## config.mk

```make
export PLATFORM = sky130hd
export DESIGN_NAME = mini_core
export DESIGN_NICKNAME = d
export VERILOG_FILES = /design/src/hdl/core_pkg.sv /design/src/hdl/mini_core.sv /design/src/hdl/controller.sv /design/src/hdl/ex_stage.sv /design/src/hdl/issue_stage.sv /design/src/hdl/id_stage.sv /design/src/hdl/frontend.sv
export SDC_FILE = /design/constraint.sdc
export NUM_CORES = 2
export LEC_CHECK = 0
export BUFFER_PORTS_ARGS = -buffer_cell sky130_fd_sc_hd__buf_2
export CAP_MARGIN = 40
export CELL_PAD_IN_SITES_DETAIL_PLACEMENT = 0
export CELL_PAD_IN_SITES_GLOBAL_PLACEMENT = 1
export CORE_MARGIN = 2
export CORE_UTILIZATION = 25
export CTS_CLUSTER_DIAMETER = 120
export CTS_CLUSTER_SIZE = 14
export DETAILED_ROUTE_END_ITERATION = 6
export GPL_ROUTABILITY_DRIVEN = 0
export PLACE_DENSITY_LB_ADDON = 0.1
export SETUP_SLACK_MARGIN = 0.05
export SLEW_MARGIN = 20
export SYNTH_ARGS = -nofsm -noshare
export SYNTH_HDL_FRONTEND = slang
export SYNTH_SLANG_ARGS = --single-unit
```

## constraint.sdc

```tcl
create_clock -name clk_i -period 5.9 [get_ports clk_i]
set_input_delay 0.295 -clock clk_i [delete_from_list [all_inputs] [get_ports clk_i]]
set_output_delay 0.295 -clock clk_i [all_outputs]
set_load 0.005 [all_outputs]
```

## src/hdl/core_pkg.sv

```systemverilog
// Core package
// Widths, opcodes and the records passed between the pipeline stages
`default_nettype none

package core_pkg;

  localparam int unsigned XLEN       = 32;
  localparam int unsigned REG_ADDR_W = 5;

  // AXI4-Lite response code and fetch protection (instruction, unprivileged)
  localparam logic [1:0] AXI_RESP_OKAY  = 2'b00;
  localparam logic [2:0] AXI_PROT_INSTR = 3'b100;

  typedef enum logic [3:0] {
    OP_ADDI,
    OP_ADD,
    OP_SUB,
    OP_AND,
    OP_OR,
    OP_XOR,
    OP_SLT,
    OP_LUI,
    OP_BEQ,
    OP_BNE,
    OP_JAL,
    OP_ILLEGAL
  } op_e;

  // ----------------------------------------
  // Pipeline records
  // ----------------------------------------
  typedef struct packed {
    logic [XLEN-1:0] pc;
    logic [31:0]     instr;
  } fetch_entry_t;

  typedef struct packed {
    logic [XLEN-1:0]       pc;
    op_e                   op;
    logic [REG_ADDR_W-1:0] rd;
    logic [REG_ADDR_W-1:0] rs1;
    logic [REG_ADDR_W-1:0] rs2;
    logic [XLEN-1:0]       imm;
    logic                  illegal;
  } decoded_t;

  typedef struct packed {
    decoded_t        dec;
    logic [XLEN-1:0] rs1_val;
    logic [XLEN-1:0] rs2_val;
  } issue_t;

  // One retired instruction on the trace port
  typedef struct packed {
    logic                  valid;
    logic [XLEN-1:0]       pc;
    logic [REG_ADDR_W-1:0] rd;
    logic [XLEN-1:0]       wdata;
    logic                  illegal;
  } commit_t;

  typedef struct packed {
    logic            valid;
    logic [XLEN-1:0] pc;
  } redirect_t;

  // ----------------------------------------
  // AXI4-Lite read channels
  // ----------------------------------------
  typedef struct packed {
    logic            ar_valid;
    logic [XLEN-1:0] ar_addr;
    logic [2:0]      ar_prot;
    logic            r_ready;
  } axi_lite_ar_req_t;

  typedef struct packed {
    logic            ar_ready;
    logic            r_valid;
    logic [XLEN-1:0] r_data;
    logic [1:0]      r_resp;
  } axi_lite_r_rsp_t;

endpackage

`default_nettype wire
```

## src/hdl/mini_core.sv

```systemverilog
// Mini RV32I core
// Fetch, decode, issue, execute and control wired into one in-order pipeline
`timescale 1ns/10ps
`default_nettype none

module mini_core #(
  parameter logic [core_pkg::XLEN-1:0] BootAddr = '0
) (
  input  logic                       clk_i,
  input  logic                       rst_ni,
  output core_pkg::axi_lite_ar_req_t axi_req_o,
  input  core_pkg::axi_lite_r_rsp_t  axi_rsp_i,
  output core_pkg::commit_t          commit_o,
  output logic                       halted_o
);

  // ----------------------------------------
  // Stage connections
  // ----------------------------------------
  core_pkg::fetch_entry_t fetch_entry_if_id;
  logic                   fetch_valid_if_id;
  logic                   fetch_ready_id_if;

  core_pkg::decoded_t     decoded_id_issue;
  logic                   decoded_valid_id_issue;
  logic                   decoded_ready_issue_id;

  core_pkg::issue_t       issue_issue_ex;
  logic                   issue_valid_issue_ex;

  core_pkg::redirect_t    redirect_ex_ctrl;
  core_pkg::redirect_t    redirect_ctrl_if;
  logic                   flush_ctrl;

  frontend #(
    .BootAddr ( BootAddr )
  ) frontend_i (
    .clk_i         ( clk_i             ),
    .rst_ni        ( rst_ni            ),
    .redirect_i    ( redirect_ctrl_if  ),
    .halt_i        ( halted_o          ),
    .axi_req_o     ( axi_req_o         ),
    .axi_rsp_i     ( axi_rsp_i         ),
    .fetch_entry_o ( fetch_entry_if_id ),
    .fetch_valid_o ( fetch_valid_if_id ),
    .fetch_ready_i ( fetch_ready_id_if )
  );

  id_stage id_stage_i (
    .clk_i           ( clk_i                  ),
    .rst_ni          ( rst_ni                 ),
    .flush_i         ( flush_ctrl             ),
    .fetch_entry_i   ( fetch_entry_if_id      ),
    .fetch_valid_i   ( fetch_valid_if_id      ),
    .fetch_ready_o   ( fetch_ready_id_if      ),
    .decoded_o       ( decoded_id_issue       ),
    .decoded_valid_o ( decoded_valid_id_issue ),
    .decoded_ready_i ( decoded_ready_issue_id )
  );

  issue_stage issue_stage_i (
    .clk_i           ( clk_i                  ),
    .rst_ni          ( rst_ni                 ),
    .flush_i         ( flush_ctrl             ),
    .decoded_i       ( decoded_id_issue       ),
    .decoded_valid_i ( decoded_valid_id_issue ),
    .decoded_ready_o ( decoded_ready_issue_id ),
    .commit_i        ( commit_o               ),
    .issue_o         ( issue_issue_ex         ),
    .issue_valid_o   ( issue_valid_issue_ex   )
  );

  ex_stage ex_stage_i (
    .clk_i         ( clk_i                ),
    .rst_ni        ( rst_ni               ),
    .flush_i       ( flush_ctrl           ),
    .issue_i       ( issue_issue_ex       ),
    .issue_valid_i ( issue_valid_issue_ex ),
    .commit_o      ( commit_o             ),
    .redirect_o    ( redirect_ex_ctrl     )
  );

  controller controller_i (
    .clk_i      ( clk_i            ),
    .rst_ni     ( rst_ni           ),
    .commit_i   ( commit_o         ),
    .redirect_i ( redirect_ex_ctrl ),
    .redirect_o ( redirect_ctrl_if ),
    .flush_o    ( flush_ctrl       ),
    .halt_o     ( halted_o         )
  );

endmodule

`default_nettype wire

```

## src/hdl/controller.sv

```systemverilog
// Controller
// Run/halt state and pipeline flush from redirects and illegal commits
`timescale 1ns/10ps
`default_nettype none

module controller (
  input  logic                clk_i,
  input  logic                rst_ni,
  input  core_pkg::commit_t   commit_i,
  input  core_pkg::redirect_t redirect_i,
  output core_pkg::redirect_t redirect_o,
  output logic                flush_o,
  output logic                halt_o
);

  typedef enum logic {
    CTRL_RUN,
    CTRL_HALTED
  } ctrl_state_e;

  ctrl_state_e state_q;
  logic        illegal_commit;

  assign illegal_commit = commit_i.valid && commit_i.illegal;

  always_ff @(posedge clk_i or negedge rst_ni) begin
    if (!rst_ni) begin
      state_q <= CTRL_RUN;
    end else if (illegal_commit) begin
      state_q <= CTRL_HALTED;
    end
  end

  // Halted core ignores any further redirect
  assign redirect_o.valid = redirect_i.valid && (state_q == CTRL_RUN);
  assign redirect_o.pc    = redirect_i.pc;

  assign halt_o  = (state_q == CTRL_HALTED) || illegal_commit;
  assign flush_o = redirect_o.valid || halt_o;

endmodule

`default_nettype wire

```

## src/hdl/ex_stage.sv

```systemverilog
// Execute stage
// ALU, branch resolution and the registered commit record and redirect
`timescale 1ns/10ps
`default_nettype none

module ex_stage (
  input  logic                clk_i,
  input  logic                rst_ni,
  input  logic                flush_i,
  input  core_pkg::issue_t    issue_i,
  input  logic                issue_valid_i,
  output core_pkg::commit_t   commit_o,
  output core_pkg::redirect_t redirect_o
);

  core_pkg::decoded_t        dec;
  logic [core_pkg::XLEN-1:0] op_a;
  logic [core_pkg::XLEN-1:0] op_b;
  logic [core_pkg::XLEN-1:0] result;
  logic                      taken;
  logic                      writes;
  core_pkg::commit_t         commit_d, commit_q;
  core_pkg::redirect_t       redirect_d, redirect_q;

  assign dec  = issue_i.dec;
  assign op_a = issue_i.rs1_val;
  assign op_b = issue_i.rs2_val;

  always_comb begin
    result = '0;
    taken  = 1'b0;
    writes = 1'b1;
    unique case (dec.op)
      core_pkg::OP_ADDI: result = op_a + dec.imm;
      core_pkg::OP_ADD:  result = op_a + op_b;
      core_pkg::OP_SUB:  result = op_a - op_b;
      core_pkg::OP_AND:  result = op_a & op_b;
      core_pkg::OP_OR:   result = op_a | op_b;
      core_pkg::OP_XOR:  result = op_a ^ op_b;
      core_pkg::OP_SLT:  result = {{(core_pkg::XLEN-1){1'b0}}, $signed(op_a) < $signed(op_b)};
      core_pkg::OP_LUI:  result = dec.imm;
      core_pkg::OP_JAL: begin
        // Link address
        result = dec.pc + 32'd4;
        taken  = 1'b1;
      end
      core_pkg::OP_BEQ: begin
        writes = 1'b0;
        taken  = (op_a == op_b);
      end
      core_pkg::OP_BNE: begin
        writes = 1'b0;
        taken  = (op_a != op_b);
      end
      default: writes = 1'b0;
    endcase
  end

  // Branches and illegal words report rd 0 and no data
  assign commit_d.valid   = issue_valid_i;
  assign commit_d.pc      = dec.pc;
  assign commit_d.rd      = writes ? dec.rd : '0;
  assign commit_d.wdata   = result;
  assign commit_d.illegal = dec.illegal;

  assign redirect_d.valid = issue_valid_i && taken;
  assign redirect_d.pc    = dec.pc + dec.imm;

  always_ff @(posedge clk_i or negedge rst_ni) begin
    if (!rst_ni) begin
      commit_q   <= '0;
      redirect_q <= '0;
    end else begin
      commit_q   <= commit_d;
      redirect_q <= redirect_d;
      if (flush_i) begin
        commit_q.valid   <= 1'b0;
        redirect_q.valid <= 1'b0;
      end
    end
  end

  assign commit_o   = commit_q;
  assign redirect_o = redirect_q;

endmodule

`default_nettype wire

```

## src/hdl/issue_stage.sv

```systemverilog
// Issue stage
// Register file with operand read, forwarding from commit, and issue to EX
`timescale 1ns/10ps
`default_nettype none

module issue_stage (
  input  logic               clk_i,
  input  logic               rst_ni,
  input  logic               flush_i,
  input  core_pkg::decoded_t decoded_i,
  input  logic               decoded_valid_i,
  output logic               decoded_ready_o,
  input  core_pkg::commit_t  commit_i,
  output core_pkg::issue_t   issue_o,
  output logic               issue_valid_o
);

  logic [core_pkg::XLEN-1:0]       regs_q [1:31];
  logic                            wen;
  logic [core_pkg::REG_ADDR_W-1:0] rs_idx [2];
  logic [core_pkg::XLEN-1:0]       rs_val [2];

  // Retired result lands in the register file at the end of the commit cycle
  assign wen = commit_i.valid && !commit_i.illegal && (commit_i.rd != '0);

  always_ff @(posedge clk_i or negedge rst_ni) begin
    if (!rst_ni) begin
      for (int i = 1; i < 32; i++) begin
        regs_q[i] <= '0;
      end
    end else if (wen) begin
      regs_q[commit_i.rd] <= commit_i.wdata;
    end
  end

  // ----------------------------------------
  // Operand read
  // ----------------------------------------
  assign rs_idx[0] = decoded_i.rs1;
  assign rs_idx[1] = decoded_i.rs2;

  always_comb begin
    for (int i = 0; i < 2; i++) begin
      if (rs_idx[i] == '0) begin
        rs_val[i] = '0;
      end else if (wen && (commit_i.rd == rs_idx[i])) begin
        // Producer sits in the commit register
        rs_val[i] = commit_i.wdata;
      end else begin
        rs_val[i] = regs_q[rs_idx[i]];
      end
    end
  end

  // EX never stalls, only a flush holds issue back
  assign decoded_ready_o = !flush_i;
  assign issue_valid_o   = decoded_valid_i && !flush_i;

  assign issue_o.dec     = decoded_i;
  assign issue_o.rs1_val = rs_val[0];
  assign issue_o.rs2_val = rs_val[1];

endmodule

`default_nettype wire

```

## src/hdl/id_stage.sv

```systemverilog
// Decode stage
// Turns a fetched word into a decoded record held in a one-entry register
`timescale 1ns/10ps
`default_nettype none

module id_stage (
  input  logic                   clk_i,
  input  logic                   rst_ni,
  input  logic                   flush_i,
  input  core_pkg::fetch_entry_t fetch_entry_i,
  input  logic                   fetch_valid_i,
  output logic                   fetch_ready_o,
  output core_pkg::decoded_t     decoded_o,
  output logic                   decoded_valid_o,
  input  logic                   decoded_ready_i
);

  logic [31:0]        instr;
  logic [6:0]         opcode;
  logic [2:0]         funct3;
  logic [6:0]         funct7;
  logic               accept;
  core_pkg::decoded_t dec_d, dec_q;
  logic               valid_q;

  assign instr  = fetch_entry_i.instr;
  assign opcode = instr[6:0];
  assign funct3 = instr[14:12];
  assign funct7 = instr[31:25];

  always_comb begin
    dec_d.pc  = fetch_entry_i.pc;
    dec_d.op  = core_pkg::OP_ILLEGAL;
    dec_d.rd  = instr[11:7];
    dec_d.rs1 = instr[19:15];
    dec_d.rs2 = instr[24:20];
    dec_d.imm = '0;

    case (opcode)
      7'b0010011: begin
        dec_d.imm = {{20{instr[31]}}, instr[31:20]};
        if (funct3 == 3'b000) begin
          dec_d.op = core_pkg::OP_ADDI;
        end
      end
      7'b0110011: begin
        case ({funct7, funct3})
          10'b0000000_000: dec_d.op = core_pkg::OP_ADD;
          10'b0100000_000: dec_d.op = core_pkg::OP_SUB;
          10'b0000000_111: dec_d.op = core_pkg::OP_AND;
          10'b0000000_110: dec_d.op = core_pkg::OP_OR;
          10'b0000000_100: dec_d.op = core_pkg::OP_XOR;
          10'b0000000_010: dec_d.op = core_pkg::OP_SLT;
          default:         dec_d.op = core_pkg::OP_ILLEGAL;
        endcase
      end
      7'b0110111: begin
        dec_d.op  = core_pkg::OP_LUI;
        dec_d.imm = {instr[31:12], 12'b0};
      end
      7'b1100011: begin
        // B-type offset
        dec_d.imm = {{19{instr[31]}}, instr[31], instr[7], instr[30:25], instr[11:8], 1'b0};
        if (funct3 == 3'b000) begin
          dec_d.op = core_pkg::OP_BEQ;
        end else if (funct3 == 3'b001) begin
          dec_d.op = core_pkg::OP_BNE;
        end
      end
      7'b1101111: begin
        // J-type offset
        dec_d.op  = core_pkg::OP_JAL;
        dec_d.imm = {{11{instr[31]}}, instr[31], instr[19:12], instr[20], instr[30:21], 1'b0};
      end
      default: dec_d.op = core_pkg::OP_ILLEGAL;
    endcase

    dec_d.illegal = (dec_d.op == core_pkg::OP_ILLEGAL);
  end

  // One-entry buffer, refilled in the cycle it drains
  assign fetch_ready_o = !valid_q || decoded_ready_i;
  assign accept        = fetch_valid_i && fetch_ready_o;

  always_ff @(posedge clk_i or negedge rst_ni) begin
    if (!rst_ni) begin
      valid_q <= 1'b0;
      dec_q   <= '0;
    end else begin
      if (accept) begin
        valid_q <= 1'b1;
        dec_q   <= dec_d;
      end else if (decoded_ready_i) begin
        valid_q <= 1'b0;
      end
      if (flush_i) begin
        valid_q <= 1'b0;
      end
    end
  end

  assign decoded_o       = dec_q;
  assign decoded_valid_o = valid_q;

endmodule

`default_nettype wire

```

## src/hdl/frontend.sv

```systemverilog
// Instruction fetch
// Generates the PC and reads one word at a time over AXI4-Lite
`timescale 1ns/10ps
`default_nettype none

module frontend #(
  parameter logic [core_pkg::XLEN-1:0] BootAddr = '0
) (
  input  logic                       clk_i,
  input  logic                       rst_ni,
  input  core_pkg::redirect_t        redirect_i,
  input  logic                       halt_i,
  output core_pkg::axi_lite_ar_req_t axi_req_o,
  input  core_pkg::axi_lite_r_rsp_t  axi_rsp_i,
  output core_pkg::fetch_entry_t     fetch_entry_o,
  output logic                       fetch_valid_o,
  input  logic                       fetch_ready_i
);

  typedef enum logic [1:0] {
    FE_IDLE,
    FE_AR,
    FE_R,
    FE_HOLD
  } fe_state_e;

  fe_state_e                 state_q, state_d;
  logic [core_pkg::XLEN-1:0] pc_q, pc_d;
  logic [core_pkg::XLEN-1:0] addr_q;
  logic [31:0]               instr_q;
  logic                      discard_q, discard_d;
  logic                      ar_hs;
  logic                      r_hs;
  logic                      resp_ok;

  // Address stays stable in FE_AR, so it comes from addr_q
  assign axi_req_o.ar_valid = (state_q == FE_AR);
  assign axi_req_o.ar_addr  = addr_q;
  assign axi_req_o.ar_prot  = core_pkg::AXI_PROT_INSTR;
  assign axi_req_o.r_ready  = (state_q == FE_R);

  assign ar_hs   = axi_req_o.ar_valid && axi_rsp_i.ar_ready;
  assign r_hs    = axi_req_o.r_ready && axi_rsp_i.r_valid;
  assign resp_ok = (axi_rsp_i.r_resp == core_pkg::AXI_RESP_OKAY);

  assign fetch_entry_o.pc    = addr_q;
  assign fetch_entry_o.instr = instr_q;
  assign fetch_valid_o       = (state_q == FE_HOLD);

  always_comb begin
    state_d   = state_q;
    pc_d      = pc_q;
    discard_d = discard_q;

    unique case (state_q)
      FE_IDLE: begin
        if (!halt_i && !redirect_i.valid) begin
          state_d = FE_AR;
        end
      end
      FE_AR: begin
        if (ar_hs) begin
          state_d = FE_R;
        end
      end
      FE_R: begin
        if (r_hs) begin
          discard_d = 1'b0;
          // Stale, killed or failed reads go back to idle and refetch
          if (discard_q || halt_i || redirect_i.valid || !resp_ok) begin
            state_d = FE_IDLE;
          end else begin
            state_d = FE_HOLD;
          end
        end
      end
      FE_HOLD: begin
        if (fetch_ready_i || redirect_i.valid || halt_i) begin
          state_d = FE_IDLE;
        end
      end
      default: state_d = FE_IDLE;
    endcase

    // Sequential fetch
    if (fetch_valid_o && fetch_ready_i) begin
      pc_d = pc_q + 32'd4;
    end

    if (redirect_i.valid) begin
      pc_d = redirect_i.pc;
      // Read still in flight returns a word from the old path
      if ((state_q == FE_AR) || ((state_q == FE_R) && !r_hs)) begin
        discard_d = 1'b1;
      end
    end
  end

  always_ff @(posedge clk_i or negedge rst_ni) begin
    if (!rst_ni) begin
      state_q   <= FE_IDLE;
      pc_q      <= BootAddr;
      discard_q <= 1'b0;
    end else begin
      state_q   <= state_d;
      pc_q      <= pc_d;
      discard_q <= discard_d;
    end
  end

  always_ff @(posedge clk_i) begin
    if (state_q == FE_IDLE) begin
      addr_q <= pc_q;
    end
    if (r_hs) begin
      instr_q <= axi_rsp_i.r_data;
    end
  end

endmodule

`default_nettype wire

```

==> flow_summary.json <==
{
  "setup-tns-final_ps": 0,
  "arrival_ps": 6260,
  "powerDensity_nw_per_um2": 328,
  "grtUsageTotal_pct": 19.5,
  "ys.flop_type": "dfrtp_1",
  "synth.distinct_cells": 95,
  "initial_core_util_pct": 25.1,
  "die_height_um": 540,
  "numCtsBuffers": 105,
  "worstSetupPathType": "reg -> reg",
  "via_per_inst": 5.09,
  "yosys_warnings": 0,
  "num_io_pins": 147,
  "synth_area_um2": 71800,
  "worstMarginPinSlew_ps": 957,
  "synth_area_leaders": "dfrtp_1 (42%), mux4_2 (18%), mux2_2 (17%)",
  "combPwrFrac_pct": 34.2,
  "utilization_pct": 28.8,
  "syn-instance-count": 5325,
  "clock_latency_ps": 800,
  "ys_seq_area_share_pct": 45.1,
  "wl_mm": 287,
  "synth_area_per_cell_um2": 13.5,
  "maxCapViolCount": 0,
  "clock_skew_ps": 57.4,
  "yosys_register_bits": 1281,
  "cts_tree": "yes",
  "rsz0062_at_grt": "no",
  "rr_startpoint": "id_stage_i.decoded_o[39]",
  "hold_violations": 0,
  "internal_power_mw": 16.4,
  "rows": 196,
  "dieArea_um2": 291000,
  "nNetsFinal": 5651,
  "dp_hpwl_mm": 189,
  "period_share_pct": 95.4,
  "antenna_found_initial": 8,
  "area_growth_pct": 14.4,
  "grt_pass1_vias": 48600,
  "relSlewSlack_pct": 36.2,
  "p_clk_share_pct": 25.6,
  "die_x_um": 540,
  "peakVddDrop_mv": 0.232,
  "synth_top_area_cell": "dfrtp_1",
  "coreArea_um2": 285000,
  "clockBufferDepth": 3,
  "p_leak_nw": 37.2,
  "switching_share_pct": 39.0,
  "drive_gt1_share_pct": 42.2,
  "setup_violations": 0,
  "clock_sinks": 1281,
  "cp-end-kind": "flip-flop",
  "p_sw_mw": 10.5,
  "period_needed_ps": 5630,
  "grt.overflow.total": 0,
  "path_max_fanout": 23,
  "drtIter0Drc": 3358,
  "clkTransAtPathRegs_ps": 100,
  "status": "complete, no violations",
  "synth_edf_count": 64,
  "cp-start-kind": "flip-flop",
  "synthMostInstantiatedCell": "dfrtp_1",
  "postSynth.asyncResetShare_pct": 95.0,
  "dp.cells": 9056,
  "whs_ps": 152,
  "p_seq_share_pct": 40.2,
  "r2r_slack_ps": 270,
  "htreeDepth": 3,
  "instances_no_fill": 9251,
  "cts-root-buf": "clkbuf_16",
  "grt_first_pass_wirelength_mm": 405,
  "drc": 0,
  "num-fill-cells": 28900,
  "wl_per_cell_um": 31.0,
  "grt_max_degree": 179,
  "vias": 47100,
  "drtAntennaViolNets": 0,
  "port_buffers": 143,
  "max_freq_mhz": 178,
  "timing.final.max_slew_violations": 0,
  "worstReg2RegEnd": "ex_stage_i.commit_o[28]",
  "r2r_cells": 18,
  "dr.pass1.iters": 6,
  "synth_top_area_share_pct": 42.4,
  "worst_ep_required_time_ps": 6530,
  "yosys-top-cells-count": "dfrtp_1 (1,217), mux2_2 (1,062), mux4_2 (571)",
  "hp-class": "in -> async"
}
==> sequential cells by signal (all words and copies together) (netlist names) <==
signal and cells:
frontend_i.pc_q 32, controller_i.state_q 1, frontend_i.discard_q 1, id_stage_i.decoded_o 84
frontend_i.state_q 2, id_stage_i.decoded_valid_o 1, issue_stage_i.regs_q 992, frontend_i.addr_q 32
ex_stage_i.redirect_o 33, frontend_i.instr_q 32, ex_stage_i.commit_o 71
==> logic make-up (layout without fill, tap and decap cells) <==
logic type	count (synthesis)	count (layout)	synth area share, %
flops	1281	1281	45.1
xor+xnor	142	142	1.73
buf+inv	596	753	3.60
compound gates	660	660	6.15
other cells	2	9	0.0105
mux	1708	1708	35.6
simple gates	773	773	4.88
fa+ha+maj	163	163	2.87
==> what timing repair did <==
item / CTS / global route
hold endpoints to repair: 123 / 0
buffers inserted: 3 / 4
endpoints found under the setup margin: 3 / 6
hold buffers: 39 / 0
resized for setup: 5 / 6
pin swaps: 0 / 1
cloned: 0 / 0
==> layout by cell type, fill, tap and decap left out, types with 68 or more instances in the layout <==
master | Yosys | final
xnor2_1 | 90 | 90
o21ai_0 | 158 | 154
buf_4 | 44 | 238
ha_1 | 160 | 160
mux2_2 | 1062 | 1062
buf_2 | 64 | 146
clkbuf_16 | 0 | 105
inv_1 | 99 | 99
a22o_1 | 68 | 68
mux2i_1 | 75 | 71
nand2_1 | 361 | 350
nor2_1 | 176 | 159
mux4_2 | 571 | 571
a21oi_1 | 159 | 158
a21o_1 | 72 | 71
dfrtp_1 | 1217 | 1205
==> stage by stage <==
step           area, um2  total power [mW]  worst slack (ps)
2_1_floorplan      71800              15.8              1060
3_3_place_gp       78300              20.3              -437
3_5_place_dp       78600              20.3              -208
4_1_cts            82000              27.5              81.9
5_1_grt            82100              28.4              64.2
6_report           82100              27.0               274
==> worst max path at each step <==
stage,startpoint,to,slack [ps],cells after the start
floorplan,id_stage_i.decoded_o[38],ex_stage_i.commit_o[29],1060,18
global placement,id_stage_i.decoded_o[34],ex_stage_i.commit_o[32],-440,20
detailed placement,id_stage_i.decoded_o[33],ex_stage_i.commit_o[32],-210,21
CTS,ex_stage_i.commit_o[34],ex_stage_i.commit_o[32],80,20
global route,id_stage_i.decoded_o[33],ex_stage_i.commit_o[15],60,21
finish,id_stage_i.decoded_o[39],ex_stage_i.commit_o[28],270,18
==> worst max-delay path: stages (launching register included) <==
cell	delay, ps
dfrtp_4	740
buf_12	280
buf_4	210
buf_4	180
mux4_2	330
mux4_2	480
mux2i_1	230
nor2_1	140
a21o_1	260
ha_1	490
and4_1	270
nand4_1	270
nor2_1	170
o21ai_0	140
o211a_1	210
o31a_4	400
o31ai_4	270
xnor2_1	190
o221ai_2	140
==> power by group through the flow <==
stage | sequential [mW] | clock, mW | combinational, mW
after detailed placement | 11.1 | 0 | 9.27
after CTS | 10.9 | 7.24 | 9.37
after global routing | 10.9 | 7.53 | 9.91
after floorplan | 10.2 | 0 | 5.59
after global placement | 11.1 | 0 | 9.20
final | 10.8 | 6.91 | 9.22
==> final cells by class <==
cell class	instances	area [um2]	share of cell area, %
Antenna cell	6	15.0	0.0183
Tap cell	3762	4710	5.73
Timing Repair Buffer	499	4470	5.45
Sequential cell	1281	32400	39.5
Clock inverter	14	180	0.219
Clock buffer	126	2730	3.32
Multi-Input combinational cell	3449	37200	45.3
Inverter	114	429	0.523
==> per-layer routing <==
metal,part of all wire [%],global-route usage (%),up-vias
li1,-,-,20200
met2,46,31.2,840
met1,48,28.2,25800
met3,3.4,2.31,245
met4,2.1,3.89,0
met5,0,0,-
No activity file was read; power rests on OpenSTA's default activity.
